--- src/hw/l1c_pkg.sv ---
/*
  L1 cache shared definitions
  geometry, vector types, access and state encodings and the
  core request bundle used by the controller, line store and merger
*/
package l1c_pkg;

  // ====================
  // geometry
  // ====================
  localparam int addr_w         = 32;
  localparam int data_w         = 32;
  localparam int index_bits     = 6;
  localparam int offset_bits    = 4;
  localparam int tag_bits       = addr_w - index_bits - offset_bits;
  localparam int words_per_line = 4;
  localparam int line_bits      = words_per_line * data_w;
  localparam int lane_bits      = line_bits / 8;

  // ====================
  // vector types
  // ====================
  typedef logic [addr_w-1:0]     addr_t;
  typedef logic [data_w-1:0]     word_t;
  typedef logic [tag_bits-1:0]   tag_t;
  typedef logic [index_bits-1:0] index_t;
  typedef logic [line_bits-1:0]  line_t;
  // one bit per byte of the line, set means write
  typedef logic [lane_bits-1:0]  lane_mask_t;

  typedef enum logic [1:0] {
    access_byte,
    access_half,
    access_word
  } access_e;

  typedef enum logic [2:0] {
    st_idle,
    st_lookup,
    st_refill_req,
    st_refill_wait,
    st_fill,
    st_wt_req,
    st_wt_wait
  } ctrl_state_e;

  // request as presented by the core
  typedef struct packed {
    addr_t   addr;
    word_t   wdata;
    logic    write;
    access_e kind;
  } core_req_t;

endpackage

--- src/hw/l1c_store_merge.sv ---
/*
  L1 cache store merger
  byte-lane mask and lane-aligned line data for a store
*/
`timescale 1ns/1ps

module l1c_store_merge (
  input  l1c_pkg::core_req_t  cmd,
  output l1c_pkg::lane_mask_t merge_mask,
  output l1c_pkg::line_t      merge_line
);

  logic [3:0]     word_lanes;
  l1c_pkg::word_t rep_word;
  logic [1:0]     word_off;

  assign word_off = cmd.addr[l1c_pkg::offset_bits-1:2];

  // lanes inside one word and the data spread over them
  always_comb
  begin
    case (cmd.kind)
      l1c_pkg::access_byte:
      begin
        word_lanes = 4'b0001 << cmd.addr[1:0];
        rep_word   = {4{cmd.wdata[7:0]}};
      end
      l1c_pkg::access_half:
      begin
        word_lanes = cmd.addr[1] ? 4'b1100 : 4'b0011;
        rep_word   = {2{cmd.wdata[15:0]}};
      end
      default:
      begin
        word_lanes = 4'b1111;
        rep_word   = cmd.wdata;
      end
    endcase
  end

  // word offset picks the four-lane group
  assign merge_mask = l1c_pkg::lane_mask_t'(word_lanes) << {word_off, 2'b00};
  assign merge_line = {l1c_pkg::words_per_line{rep_word}};

endmodule

--- config.mk ---
export PLATFORM = sky130hd
export DESIGN_NAME = l1c_store_merge
export DESIGN_NICKNAME = d
export VERILOG_FILES = /design/src/hw/l1c_pkg.sv /design/src/hw/l1c_store_merge.sv
export SDC_FILE = /design/constraint.sdc
export NUM_CORES = 1
export LEC_CHECK = 0
export ABC_AREA = 1
export BUFFER_PORTS_ARGS = -buffer_cell sky130_fd_sc_hd__buf_4
export CORE_AREA = 5 5 80 82
export DETAILED_ROUTE_END_ITERATION = 8
export DIE_AREA = 0 0 85 87
export PLACE_DENSITY = 0.69
export SYNTH_ARGS = -nofsm -noshare
export SYNTH_HDL_FRONTEND = slang
export SYNTH_SLANG_ARGS = --single-unit
--- constraint.sdc ---
create_clock -name vclk -period 1.98
set_clock_uncertainty 0.1 [all_clocks]
set_input_delay 0.198 -clock vclk [all_inputs]
set_output_delay 0.198 -clock vclk [all_outputs]
set_load 0.01 [all_outputs]
# After elaboration in Yosys (flattened, before gate mapping)
# Index checks and enable logic that the tools add are counted.
dict set report word_totals {
  mem_bits_ro 0
  word_cells 7
  in_bits 67
  output_inout_bits 144
  register_bits 0
  mem_bits_rw 0
  latchBits 0
  n_memories 0
}
dict set report op_classes {
  div 0
  shift 2
  n_mul 0
  bitwise_logic 0
  n_addsub 0
  reduce_logical 1
  n_lt_le_gt_ge 0
  eq_ne 1
  muxes 3
}
# operator count
set op_table {}
lappend op_table {{case mux 32 bit (2 select lines)} 1}
lappend op_table {{<< shifter 4 x 4 -> 16 bit} 1}
lappend op_table {{case mux 4 bit (2 select lines)} 1}
lappend op_table {{2-to-1 mux 4 bit} 1}
lappend op_table {{<< shifter 1 x 2 -> 4 bit, first input constant} 1}
lappend op_table {{equality test 2 x 1 -> 1 bit, second input constant} 1}
lappend op_table {{zero test 2 bit} 1}

# Depth between registers and ports, before layout
dict set report logic_depth {
  word_depth 3
  depth_mapped 6
}

# Worst setup path after synthesis
# OpenSTA, ideal clock, no wires.
dict set report synth_path {
  path_kind {input -> output}
  startpoint {input cmd[1] (netlist bit)}
  endpoint {output merge_line[104]}
  path_stages 5
  path_buffers 3
  path_slack_ps 545
  t_arrival_ps 1137
  required_ps 1682
  cell_sequence {buf_6 -> nor2_4 -> buf_6 -> o21ai_0 -> buf_4}
}
dict set report synth_via {
  elab_chain_len 2
}
# item line
set synth_rtl {}
lappend synth_rtl {{from (decl)} l1c_store_merge.sv:8} ;# input l1c_pkg::core_req_t cmd,
lappend synth_rtl {{equality test 2 x 1 -> 1 bit / zero test 2 bit (equally long branches)} l1c_store_merge.sv:22} ;# case (cmd.kind)
lappend synth_rtl {{case mux 32 bit (2 select lines) (*)} l1c_store_merge.sv:22}
lappend synth_rtl {{to (decl)} l1c_store_merge.sv:10} ;# output l1c_pkg::line_t merge_line
# Every way passes the cells marked *; elsewhere a longest branch is shown, timed or not.

# Worst setup path in the final report
dict set report layout_path {
  startpoint {input cmd[1] (netlist bit)}
  endpoint {output merge_line[89]}
}
# The elaborated chain is that of the path after synthesis.

==> results.py <==
metrics = {
    "outcome": {
        "status": "complete, no violations",
    },
    "placed_design": {
        "placed_cell_area_um2": 1926,
        "pre_cts_slack_ps": 235.9,
        "port_buffers": 182,
        "dp_hpwl_um": 3964,
        "gp_congestion": 0.7115,
    },
    "setup_path": {
        "cpMaxStageDelayCell": "o211ai_1",
        "crit_path_end_kind": "output port",
        "path_max_fanout": 18,
        "path_cells": "buf_4, inv_2, nand2_1, o211ai_1, buf_4",
        "crit_top_cell": "buf_4",
        "cp-start-kind": "primary input",
        "critical_path_required_ps": 1680,
        "criticalPathCategory": "primary input to output port",
        "slowest_delay_ps": 460,
        "arrival_ps": 1370,
    },
    "synth": {
        "avgSynthCellArea_um2": 5.986,
        "synthCells": 213,
        "seq_area_frac_synth": 0,
        "synth_top_area_frac": 0.6124,
        "synth_nets": 280,
        "synth_area_um2": 1275,
        "synthTopCellsByArea": "buf_4 61%, nand2_1 15%, nor2_1 4.7%",
        "synth_cell_type_count": 12,
        "yosysTopAreaCell": "buf_4",
        "ys_warn_count": 0,
    },
    "power_and_ir_drop": {
        "vdd_ir_drop_max_v": 0.0001598,
        "power_density_nw_per_um2": 333.3,
        "p_leak_nw": 1.171,
    },
    "floorplan": {
        "die_w_um": 85,
        "fp.dieH_um": 87,
        "rows": 28,
        "io_pins": 211,
        "fp.coreArea_um2": 5675,
        "dieArea_um2": 7395,
        "floorplan.initialDensity": 0.2246,
    },
    "run": {
        "max_cap_violations": 0,
    },
    "final_layout": {
        "fillers": 619,
        "design.seq.count": 0,
        "area_growth_syn_to_layout_pct": 51.03,
        "drive_gt1_frac": 0.6597,
        "final_cell_area_um2": 1926,
        "ff_latch_area_um2": 0,
        "n_antenna_cell": 0,
        "nets": 357,
        "clock_buffers": 0,
    },
    "route": {
        "drc": 0,
        "dr.first_iter.drc_count": 55,
        "first_pass_iters": 4,
        "routed_via_density": 3.871,
        "totalWireLength_um": 4597,
        "wl_per_cell_um": 12.66,
        "detail-route-antenna-nets": 0,
        "routed-via-count": 1405,
    },
    "timing": {
        "fin_setup_tns_ps": 0,
        "fin_crit_sh": 0.8440,
        "setup-violations-final": 0,
        "finalHoldViolations": 0,
        "max_freq_mhz": 598.4,
        "fin_ws_ps": 308.9,
        "slew_headroom": 0.6764,
        "finalCriticalPeriod_ps": 1671,
        "max_slew.worst_pin.slew_ps": 480.4,
        "rsz0062_at_grt": "no",
        "slew_viol_final": 0,
    },
    "global_routing": {
        "first_global_vias": 1309,
        "grt_pass1_wl_um": 6417,
        "grt.overflow.total": 0,
        "track_usage": 0.1023,
        "grt_max_degree": 19,
        "antenna_found_initial": 0,
    },
    "clock_network": {
        "cts-hold-fix-buffers": 0,
        "cts_setup_buffers": 0,
        "cts_resized": 0,
    },
    "min_path": {
        "hp-class": "primary input to output port",
    },
}
## critical path: cells and delay by family
family | cells | cell delay (ps)
buf+inv | 3 | 460
simple gates | 1 | 240
compound gates | 1 | 460
## cell usage after synthesis
master,number
buf_2,1
buf_4,104
buf_6,3
clkbuf_2,1
inv_1,12
inv_2,1
nand2_1,52
nand2_2,4
nor2_1,16
nor2_4,1
o211ai_1,8
o21ai_0,10
## layout make-up
cell class / count / area [um2] / share of cell area
inverters: 13 / 48.80 / 0.02534
multi-input cells: 91 / 401.6 / 0.2086
repair buffers: 184 / 1381 / 0.7173
well taps: 75 / 93.84 / 0.04873
## metrics by stage
stage / total power [mW] / hold WS (ps) / util / cells
after floorplan: 0.4433 / 387.8 / - / 213
after global placement: 0.6453 / 520.9 / 0.3393 / 363
after detailed placement: 0.6532 / 525.0 / 0.3393 / 363
after CTS: 0.6551 / 525.4 / 0.3393 / 363
after global routing: 0.6944 / 533.3 / 0.3393 / 363
final: 0.6418 / 522.8 / 0.3393 / 363
## power breakdown
group | leakage (nW) | total, mW | switching [mW] | internal, mW
combinational | 1.17 | 0.642 | 0.313 | 0.329
clock | 0 | 0 | 0 | 0
sequential | 0 | 0 | 0 | 0
total | 1.17 | 0.642 | 0.313 | 0.329
## cells in the final DEF (no fill, tap or decap)
cell type / count
o21ai_0: 10
nand2_1: 52
o211ai_1: 8
inv_1: 12
nand2_2: 4
inv_2: 1
nor2_4: 1
nor2_1: 16
buf_4: 184
## cells by family (layout without fill, tap and decap cells)
group / Yosys count / count (layout) / share of synthesized area
buf+inv: 122 / 197 / 0.6850
simple gates: 73 / 73 / 0.2287
compound gates: 18 / 18 / 0.08636
## layer usage
metal / GRT usage / vias to the layer above / part of all wire
li1: - / 698 / -
met1: 0.1150 / 615 / 0.35
met2: 0.1992 / 92 / 0.52
met3: 0.03217 / 0 / 0.13
met4: 0 / 0 / 0
met5: 0 / - / 0
## path summary, 6_finish.rpt
path / startpoint / to / slack [ps] / cells after the start
worst max-delay path: cmd[1] / merge_line[89] / 310 / 5
worst min-delay path: cmd[9] / merge_line[38] / 520 / 2
(Power assumes the default switching activity.)
