### config.mk
export PLATFORM = sky130hd
export DESIGN_NAME = l1c_ctrl
export DESIGN_NICKNAME = d
export VERILOG_FILES = /design/src/hw/l1c_pkg.sv /design/src/hw/l1c_ctrl.sv
export SDC_FILE = /design/constraint.sdc
export NUM_CORES = 1
export LEC_CHECK = 0
export BUFFER_PORTS_ARGS = -buffer_cell sky130_fd_sc_hd__buf_2
export CAP_MARGIN = 10
export CORE_AREA = 2 2 292 294
export CTS_BUF_LIST = sky130_fd_sc_hd__clkbuf_8 sky130_fd_sc_hd__clkbuf_16
export DETAILED_ROUTE_END_ITERATION = 6
export DIE_AREA = 0 0 294 296
export MAX_ROUTING_LAYER = met4
export PLACE_DENSITY = 0.45
export SLEW_MARGIN = 0
export SYNTH_ARGS = -nofsm -noshare
export SYNTH_HDL_FRONTEND = slang
export SYNTH_SLANG_ARGS = --single-unit
### constraint.sdc
create_clock -name clk -period 3.5 [get_ports clk]
set_input_delay 0.525 -clock clk [delete_from_list [all_inputs] [get_ports clk]]
set_output_delay 0.525 -clock clk [all_outputs]
set_load 0.01 [all_outputs]
### src/hw/l1c_pkg.sv
/*
  L1 cache shared definitions
  geometry, vector types, access and state encodings and the
  core request bundle used by the controller, line store and merger
*/
package l1c_pkg;

  // ====================
  // geometry
  // ====================
  localparam int addr_w         = 32;
  localparam int data_w         = 32;
  localparam int index_bits     = 6;
  localparam int offset_bits    = 4;
  localparam int tag_bits       = addr_w - index_bits - offset_bits;
  localparam int words_per_line = 4;
  localparam int line_bits      = words_per_line * data_w;
  localparam int lane_bits      = line_bits / 8;

  // ====================
  // vector types
  // ====================
  typedef logic [addr_w-1:0]     addr_t;
  typedef logic [data_w-1:0]     word_t;
  typedef logic [tag_bits-1:0]   tag_t;
  typedef logic [index_bits-1:0] index_t;
  typedef logic [line_bits-1:0]  line_t;
  // one bit per byte of the line, set means write
  typedef logic [lane_bits-1:0]  lane_mask_t;

  typedef enum logic [1:0] {
    access_byte,
    access_half,
    access_word
  } access_e;

  typedef enum logic [2:0] {
    st_idle,
    st_lookup,
    st_refill_req,
    st_refill_wait,
    st_fill,
    st_wt_req,
    st_wt_wait
  } ctrl_state_e;

  // request as presented by the core
  typedef struct packed {
    addr_t   addr;
    word_t   wdata;
    logic    write;
    access_e kind;
  } core_req_t;

endpackage

### src/hw/l1c_ctrl.sv
/*
  L1 cache controller
  tag lookup, four-word line refill with critical word capture,
  and write-through of every store to memory
*/
`timescale 1ns/1ps

module l1c_ctrl (
  input  logic                clk,
  input  logic                rst,
  input  logic                core_req,
  input  l1c_pkg::core_req_t  core_cmd,
  output l1c_pkg::word_t      core_rdata,
  output logic                core_wait,
  output logic                mem_req,
  output logic                mem_write,
  output l1c_pkg::addr_t      mem_addr,
  output l1c_pkg::word_t      mem_wdata,
  output l1c_pkg::access_e    mem_kind,
  input  l1c_pkg::word_t      mem_rdata,
  input  logic                mem_wait,
  output l1c_pkg::index_t     lk_index,
  output logic                lk_read,
  input  l1c_pkg::tag_t       st_tag,
  input  l1c_pkg::line_t      st_line,
  input  logic                st_valid,
  output logic                fill,
  output l1c_pkg::tag_t       fill_tag,
  output l1c_pkg::line_t      fill_line,
  output logic                hit_write,
  output l1c_pkg::core_req_t  cmd,
  input  l1c_pkg::lane_mask_t merge_mask,
  input  l1c_pkg::line_t      merge_line,
  output l1c_pkg::lane_mask_t wr_mask
);

  localparam int cnt_bits = $clog2(l1c_pkg::words_per_line);

  l1c_pkg::ctrl_state_e state;
  l1c_pkg::ctrl_state_e next_state;
  logic [cnt_bits-1:0]  word_cnt;
  l1c_pkg::line_t       refill_buf;
  l1c_pkg::word_t       rdata_q;
  l1c_pkg::word_t       hit_word;
  logic [cnt_bits-1:0]  cmd_word;
  l1c_pkg::tag_t        cmd_tag;
  logic                 hit;
  logic                 idle_accept;
  logic                 wt_phase;
  logic                 beat_done;

  // ====================
  // address fields
  // ====================
  assign cmd_word = cmd.addr[l1c_pkg::offset_bits-1:2];
  assign cmd_tag  = cmd.addr[l1c_pkg::addr_w-1 -: l1c_pkg::tag_bits];
  assign hit      = st_valid && (st_tag == cmd_tag);
  assign hit_word = st_line[cmd_word*l1c_pkg::data_w +: l1c_pkg::data_w];

  assign idle_accept = (state == l1c_pkg::st_idle) && core_req;
  assign wt_phase    = (state == l1c_pkg::st_wt_req) || (state == l1c_pkg::st_wt_wait);
  assign beat_done   = (state == l1c_pkg::st_refill_wait) && !mem_wait;

  // ====================
  // state machine
  // ====================
  always_ff @(posedge clk or posedge rst)
  begin
    if (rst)
    begin
      state    <= l1c_pkg::st_idle;
      word_cnt <= '0;
    end
    else
    begin
      state <= next_state;
      if (state == l1c_pkg::st_lookup)
        word_cnt <= '0;
      else if (beat_done)
        word_cnt <= word_cnt + 1'b1;
    end
  end

  always_comb
  begin
    next_state = state;
    case (state)
      l1c_pkg::st_idle:
        if (core_req)
          next_state = l1c_pkg::st_lookup;
      l1c_pkg::st_lookup:
        if (cmd.write)
          next_state = l1c_pkg::st_wt_req;
        else if (hit)
          next_state = l1c_pkg::st_idle;
        else
          next_state = l1c_pkg::st_refill_req;
      l1c_pkg::st_refill_req:
        next_state = l1c_pkg::st_refill_wait;
      l1c_pkg::st_refill_wait:
        // last word of the line goes to the fill cycle
        if (!mem_wait)
          next_state = (&word_cnt) ? l1c_pkg::st_fill : l1c_pkg::st_refill_req;
      l1c_pkg::st_fill:
        next_state = l1c_pkg::st_idle;
      l1c_pkg::st_wt_req:
        next_state = l1c_pkg::st_wt_wait;
      l1c_pkg::st_wt_wait:
        if (!mem_wait)
          next_state = l1c_pkg::st_idle;
      default:
        next_state = l1c_pkg::st_idle;
    endcase
  end

  // request latch, refill buffer and returned word
  always_ff @(posedge clk)
  begin
    if (idle_accept)
      cmd <= core_cmd;
    if (beat_done)
    begin
      refill_buf[word_cnt*l1c_pkg::data_w +: l1c_pkg::data_w] <= mem_rdata;
      // requested word as it arrives
      if (word_cnt == cmd_word)
        rdata_q <= mem_rdata;
    end
    if ((state == l1c_pkg::st_lookup) && !cmd.write && hit)
      rdata_q <= hit_word;
  end

  // ====================
  // core side
  // ====================
  assign core_rdata = (state == l1c_pkg::st_lookup) ? hit_word : rdata_q;

  always_comb
  begin
    case (state)
      l1c_pkg::st_idle:    core_wait = core_req;
      l1c_pkg::st_lookup:  core_wait = cmd.write || !hit;
      l1c_pkg::st_fill:    core_wait = 1'b0;
      l1c_pkg::st_wt_wait: core_wait = mem_wait;
      default:             core_wait = 1'b1;
    endcase
  end

  // ====================
  // memory side
  // ====================
  assign mem_req   = (state == l1c_pkg::st_refill_req) || (state == l1c_pkg::st_wt_req);
  assign mem_write = wt_phase;
  assign mem_kind  = wt_phase ? cmd.kind : l1c_pkg::access_word;
  assign mem_addr  = wt_phase ? cmd.addr
                              : {cmd.addr[l1c_pkg::addr_w-1:l1c_pkg::offset_bits],
                                 word_cnt, 2'b00};
  // store data already replicated into its lanes by the merger
  assign mem_wdata = merge_line[l1c_pkg::data_w-1:0];

  // line store
  assign lk_index  = (state == l1c_pkg::st_idle)
                     ? core_cmd.addr[l1c_pkg::offset_bits +: l1c_pkg::index_bits]
                     : cmd.addr[l1c_pkg::offset_bits +: l1c_pkg::index_bits];
  assign lk_read   = idle_accept;
  assign fill      = (state == l1c_pkg::st_fill);
  assign fill_tag  = cmd_tag;
  assign fill_line = refill_buf;
  assign hit_write = (state == l1c_pkg::st_lookup) && cmd.write && hit;
  assign wr_mask   = hit_write ? merge_mask : '0;

  // ====================
  // assertions
  // ====================
  a_req_pulse: assert property (@(posedge clk) disable iff (rst) mem_req |=> !mem_req);

  a_no_dual_write: assert property (@(posedge clk) disable iff (rst) !(fill && hit_write));

  a_state_legal: assert property (@(posedge clk) disable iff (rst)
    state inside {l1c_pkg::st_idle, l1c_pkg::st_lookup, l1c_pkg::st_refill_req,
                  l1c_pkg::st_refill_wait, l1c_pkg::st_fill, l1c_pkg::st_wt_req,
                  l1c_pkg::st_wt_wait});

endmodule

Word level (Yosys, flattened, before mapping):

Cells that the tools add are included.
W data, S select, Z words.

* register bits after elaboration: 232
* input bits: 398
* output and inout port bits: 343
* word-level logic and storage cells: 63

* add/sub/neg operators: 2
* equal/unequal tests: 11
* shifts and indexed selects: 3
* muxes and demuxes: 19
* reduce and logical (&&, ||, !) cells: 20

Operators with widths (number)
* $bwmux W128: 1
* $mux W32: 4
* $shift A32 B34 Y128 const A: 1
* $shiftx A128 B8 Y32: 1
* $shiftx A32 B34 Y128: 1
* $neg A7 Y34: 1
* $eq A22 B22 Y1: 1
* $pmux W3 S6: 1
* $mux W16: 1
* $mux W3: 5
* $eq A3 B3 Y1 const B: 3
* $mux W2: 4
* $logic_and A1 B1 Y1: 7
* $eq A3 B2 Y1 const B: 2
* $mux W6: 1
* $ne A2 B2 Y1 const B: 3
* $reduce_bool A2 Y1: 3
* $mux W4: 1
* $pmux W1 S4: 1
* $reduce_and A2 Y1: 2
* $eq A3 B1 Y1 const B: 1
* $logic_not A1 Y1: 3
* $logic_not A3 Y1: 1
* $logic_or A1 B1 Y1: 3
* other kinds (3): 3

Logic depth before layout (Yosys ltp):

* word-level depth: 5
* mapped depth: 7

Worst setup path after synthesis:

No wires, ideal clock.

* path type: register to output
* from: register state[1]
* to: output port lk_read
* data arrival time: 2.935 ns
* required time: 2.975 ns
* slack: 0.040 ns
* stages on the path, launching flop included: 4
* path buffers: 1
* path through: dfrtp_1 > clkbuf_1 > nor3_1 > and2_1

* word-level cells in the longest chain between the ends: 2

Ends and longest elaborated chain
* from (decl): RTL line l1c_ctrl.sv:39 `l1c_pkg::ctrl_state_e state;`
* from (signal assigned): RTL line l1c_ctrl.sv:71 `state <= l1c_pkg::st_idle;`
* from (signal assigned): RTL line l1c_ctrl.sv:76 `state <= next_state;`
* $logic_not A3 Y1: RTL line l1c_ctrl.sv:60 `assign idle_accept = (state == l1c_pkg::st_idle) && core_req;`
* $logic_and A1 B1 Y1: RTL line l1c_ctrl.sv:60
* to (decl): RTL line l1c_ctrl.sv:23 `output logic lk_read,`

Every way passes these cells.

Worst setup path after layout:

* from: register cmd[54] (netlist name)
* to: output port wr_mask[6]

* word-level cells in the longest chain between the ends: 4

Ends and longest elaborated chain
* from (decl): RTL line l1c_ctrl.sv:31 `output l1c_pkg::core_req_t cmd,`
* from (signal assigned): RTL line l1c_ctrl.sv:120 `cmd <= core_cmd;`
* $eq A22 B22 Y1: RTL line l1c_ctrl.sv:57 `assign hit = st_valid && (st_tag == cmd_tag);`
* $logic_and A1 B1 Y1: RTL line l1c_ctrl.sv:57
* $logic_and A1 B1 Y1: RTL line l1c_ctrl.sv:168 `assign hit_write = (state == l1c_pkg::st_lookup) && cmd.write && hit;`
* $mux W16: RTL line l1c_ctrl.sv:169 `assign wr_mask = hit_write ? merge_mask : '0;`
* to (decl): RTL line l1c_ctrl.sv:34 `output l1c_pkg::lane_mask_t wr_mask`

Every way passes these cells.

==> impl_results.md <==
- Post-DP HPWL: 35.4 mm
- Fin. max-slew vios: 0
- Filler instances: 9237
- Final nets: 1686
- Clock sinks: 232
- Core Area: 0.0842 mm2
- Commonest non-fill, non-tap cells in the layout: 580 x buf_2, 227 x edfxtp_1, 145 x and2_1
- Vias in the first global route: 8273
- Slew headroom: 56.6%
- Antenna violations before repair: 8
- Initial Util: 12.9%
- Gpl congestion: 0.790
- DRC Markers: 0
- CP max stage delay: 0.47 ns
- Mapped cell area: 0.0108 mm2
- GR Overflow Total: 0
- Worst EP arrival: 2.79 ns
- # IOs: 741
- Max clock buf depth: 3
- Clock latency on the worst-skew pair: 0.59 ns
- Final Routed Wirelength: 46.8 mm
- Die ar.: 0.0870 mm2
- Max-cap violation count: 0
- Pwr Density: 647 mW/mm2
- Ys Warns: 0
- Status: finished, final reports clean
- Tmin final: 3.32 ns
- Rows: 107
- H-tree lvl count: 1
- Fin Hold WS: 0.107 ns
- Max VDD drop: 0.435 mV
- Routed WL per cell: 19.5 um
- CTS Buf Count: 29
- Port buffer count: 580
- CTS resizes: 0
- Maximum number of pins on one net before global-route repair: 43
- Post-synth net total: 1165
- Netlist cell types: 35
- Root Driver: clkbuf_16
- Worst min-delay path category: in2reg
- Detailed Routing Iterations Pass 1: 6
- Achievable Freq: 302 MHz
- DRT antenna net count: 0
- Setup CP Type: reg2out
- Area growth syn-to-layout: 44.7%
- CP Capture Type: primary output
- Endpoints failing setup: 0
- Global Route Usage Sum: 10.4%
- Worst setup SP type: register
- Worst Tran Pin Value: 0.652 ns
- CP cell instances: xor2_1 -> nor4_1 -> nand3_1 -> nor3_2 -> buf_4 -> and2_1 -> buf_2
- Final Hold Viols: 0
- Slowest stage cell, crit path: edfxtp_1
- Global-route wire length before repair: 62.0 mm
- Gate count of the mapped netlist: 761
- WP data required: 2.97 ns
- Clock Skew: 0.0246 ns
- Post-synthesis sequential area ratio: 64.1%
- Die W: 294 um
- Clk pin slew, worst setup/hold paths: 0.06 ns
- Setup TNS: 0 ns
- Pleak: 6.43 nW
- Syn Area/Cell: 14.2 um2
- Share of layout cells above drive strength 1: 54.5%
- CTS tree: yes
- Ratio of final minimum period to clock period: 94.7%
- 1st-iter DRT viols: 340
- Total number of vias: 8151
- DIE HEIGHT: 296 um
- Unrepaired setup endpoints after global routing: false
- Routed vias/inst: 3.40
- Commonest non-fill, non-tap cell in the layout: buf_2
- Synth Register Bits: 232
- Max FO, Critical Path: 17
cell usage after synthesis:
master    number  share of area (%)
edfxtp_1     227                 63
and2_1       150                8.7
nand2_1      102                3.5
buf_4         82                5.7
mux4_2        32                6.7
clkbuf_1      30                1.0
mux2_1        29                3.0
xnor2_1       14                1.1
xor2_1        12               0.97
mux2_2        10                1.0
o21ai_0        9               0.42
ha_1           6               0.69
nor2_1         6               0.21
buf_2          5               0.23
dfrtp_1        5                1.2
nand2b_1       4               0.23
nor3_1         4               0.18
nor3b_1        4               0.28
and3_1         3               0.17
buf_6          3               0.31
inv_1          3               0.10
nand3_1        3               0.14
nand4_1        3               0.17
nor2b_1        2               0.12
nor4_1         2               0.12
or3_1          2               0.12
a21oi_1        1              0.046
and3b_1        1              0.081
nand3b_1       1              0.069
nor3b_4        1               0.17
nor4bb_1       1              0.092
o211ai_1       1              0.069
o21a_1         1              0.069
o22ai_1        1              0.058
or3b_2         1              0.081
state kept, by name, summed over array words and instances, names as in the netlist:
signal     count
cmd           67
word_cnt       2
rdata_q       32
fill_line    128
state          3
routing by layer:
layer  GRT usage, %  wire, um  vias up
li1               -         -     3655
met5              -         0        -
met4           2.38       811        0
met3           2.31      3640       50
met1           12.4     19100     3967
met2           17.9     23200      479
what timing repair did:
action	CTS	global route
endpoints found under the hold margin	5	0
endpoints found under the setup margin	0	7
buffers inserted	0	1
hold buffers	1	0
cell families (layout without fill, tap and decap cells):
logic type      count (synthesis)  in the layout  share of synthesized area (%)
simple gates                  290            290                           14.4
buf+inv                       123            666                           7.37
flops                         232            232                           64.1
compound gates                 13             13                          0.658
other cells                     0              2                              0
mux                            71             71                           10.7
xor+xnor                       26             26                           2.10
fa+ha+maj                       6              6                          0.693
critical path, delay by kind of cell (launching register included):
kind / cells / cell delay, ns
DFF: 1 / 0.47
buffers and inverters: 2 / 0.39
xor gates and xnor gates: 1 / 0.20
and+or+nand+nor: 4 / 1.15
where the power goes:
group	total [mW]	internal [mW]	switching [mW]
clock network	3.28	2.02	1.26
registers	3.75	3.53	0.221
logic	3.12	1.17	1.94
total	10.1	6.72	3.43
cell type report:
class / instances / area [um2] / area share [%]
diodes: 2 / 5.00 / 0.0319
clock buffers: 29 / 726 / 4.63
clock inverters: 24 / 305 / 1.95
inverters: 3 / 11.3 / 0.0718
multi-input cells: 406 / 3130 / 20.0
flip-flops and latches: 232 / 6940 / 44.3
well taps: 1090 / 1360 / 8.70
repair buffers: 610 / 3190 / 20.4
stage by stage:
stage	total power [mW]	cell area, um2	instances	setup WS, ns	util [%]
after floorplan	5.47	10800	761	0.0400	-
after global placement	7.02	14600	2339	0.426	17.4
after detailed placement	7.05	14600	2339	0.371	17.4
after CTS	10.4	15700	2393	0.0635	18.6
after global routing	10.7	15700	2395	0.00834	18.6
final	10.1	15700	2396	0.184	18.6
worst paths after layout:
kind / end / from / slack, ns / depth (start not counted)
min in group asynchronous: word_cnt[1] / rst / 0.43 / 3
worst max-delay path: wr_mask[6] / cmd[54] / 0.18 / 7
max in group asynchronous: state[0] / rst / 2.84 / 3
worst min-delay path: cmd[18] / core_cmd[18] / 0.11 / 1
worst min register to register: state[2] / cmd[2] / 0.72 / 2
worst max register to register: rdata_q[11] / cmd[54] / 0.48 / 8
No activity file was read; power rests on OpenSTA's default activity.
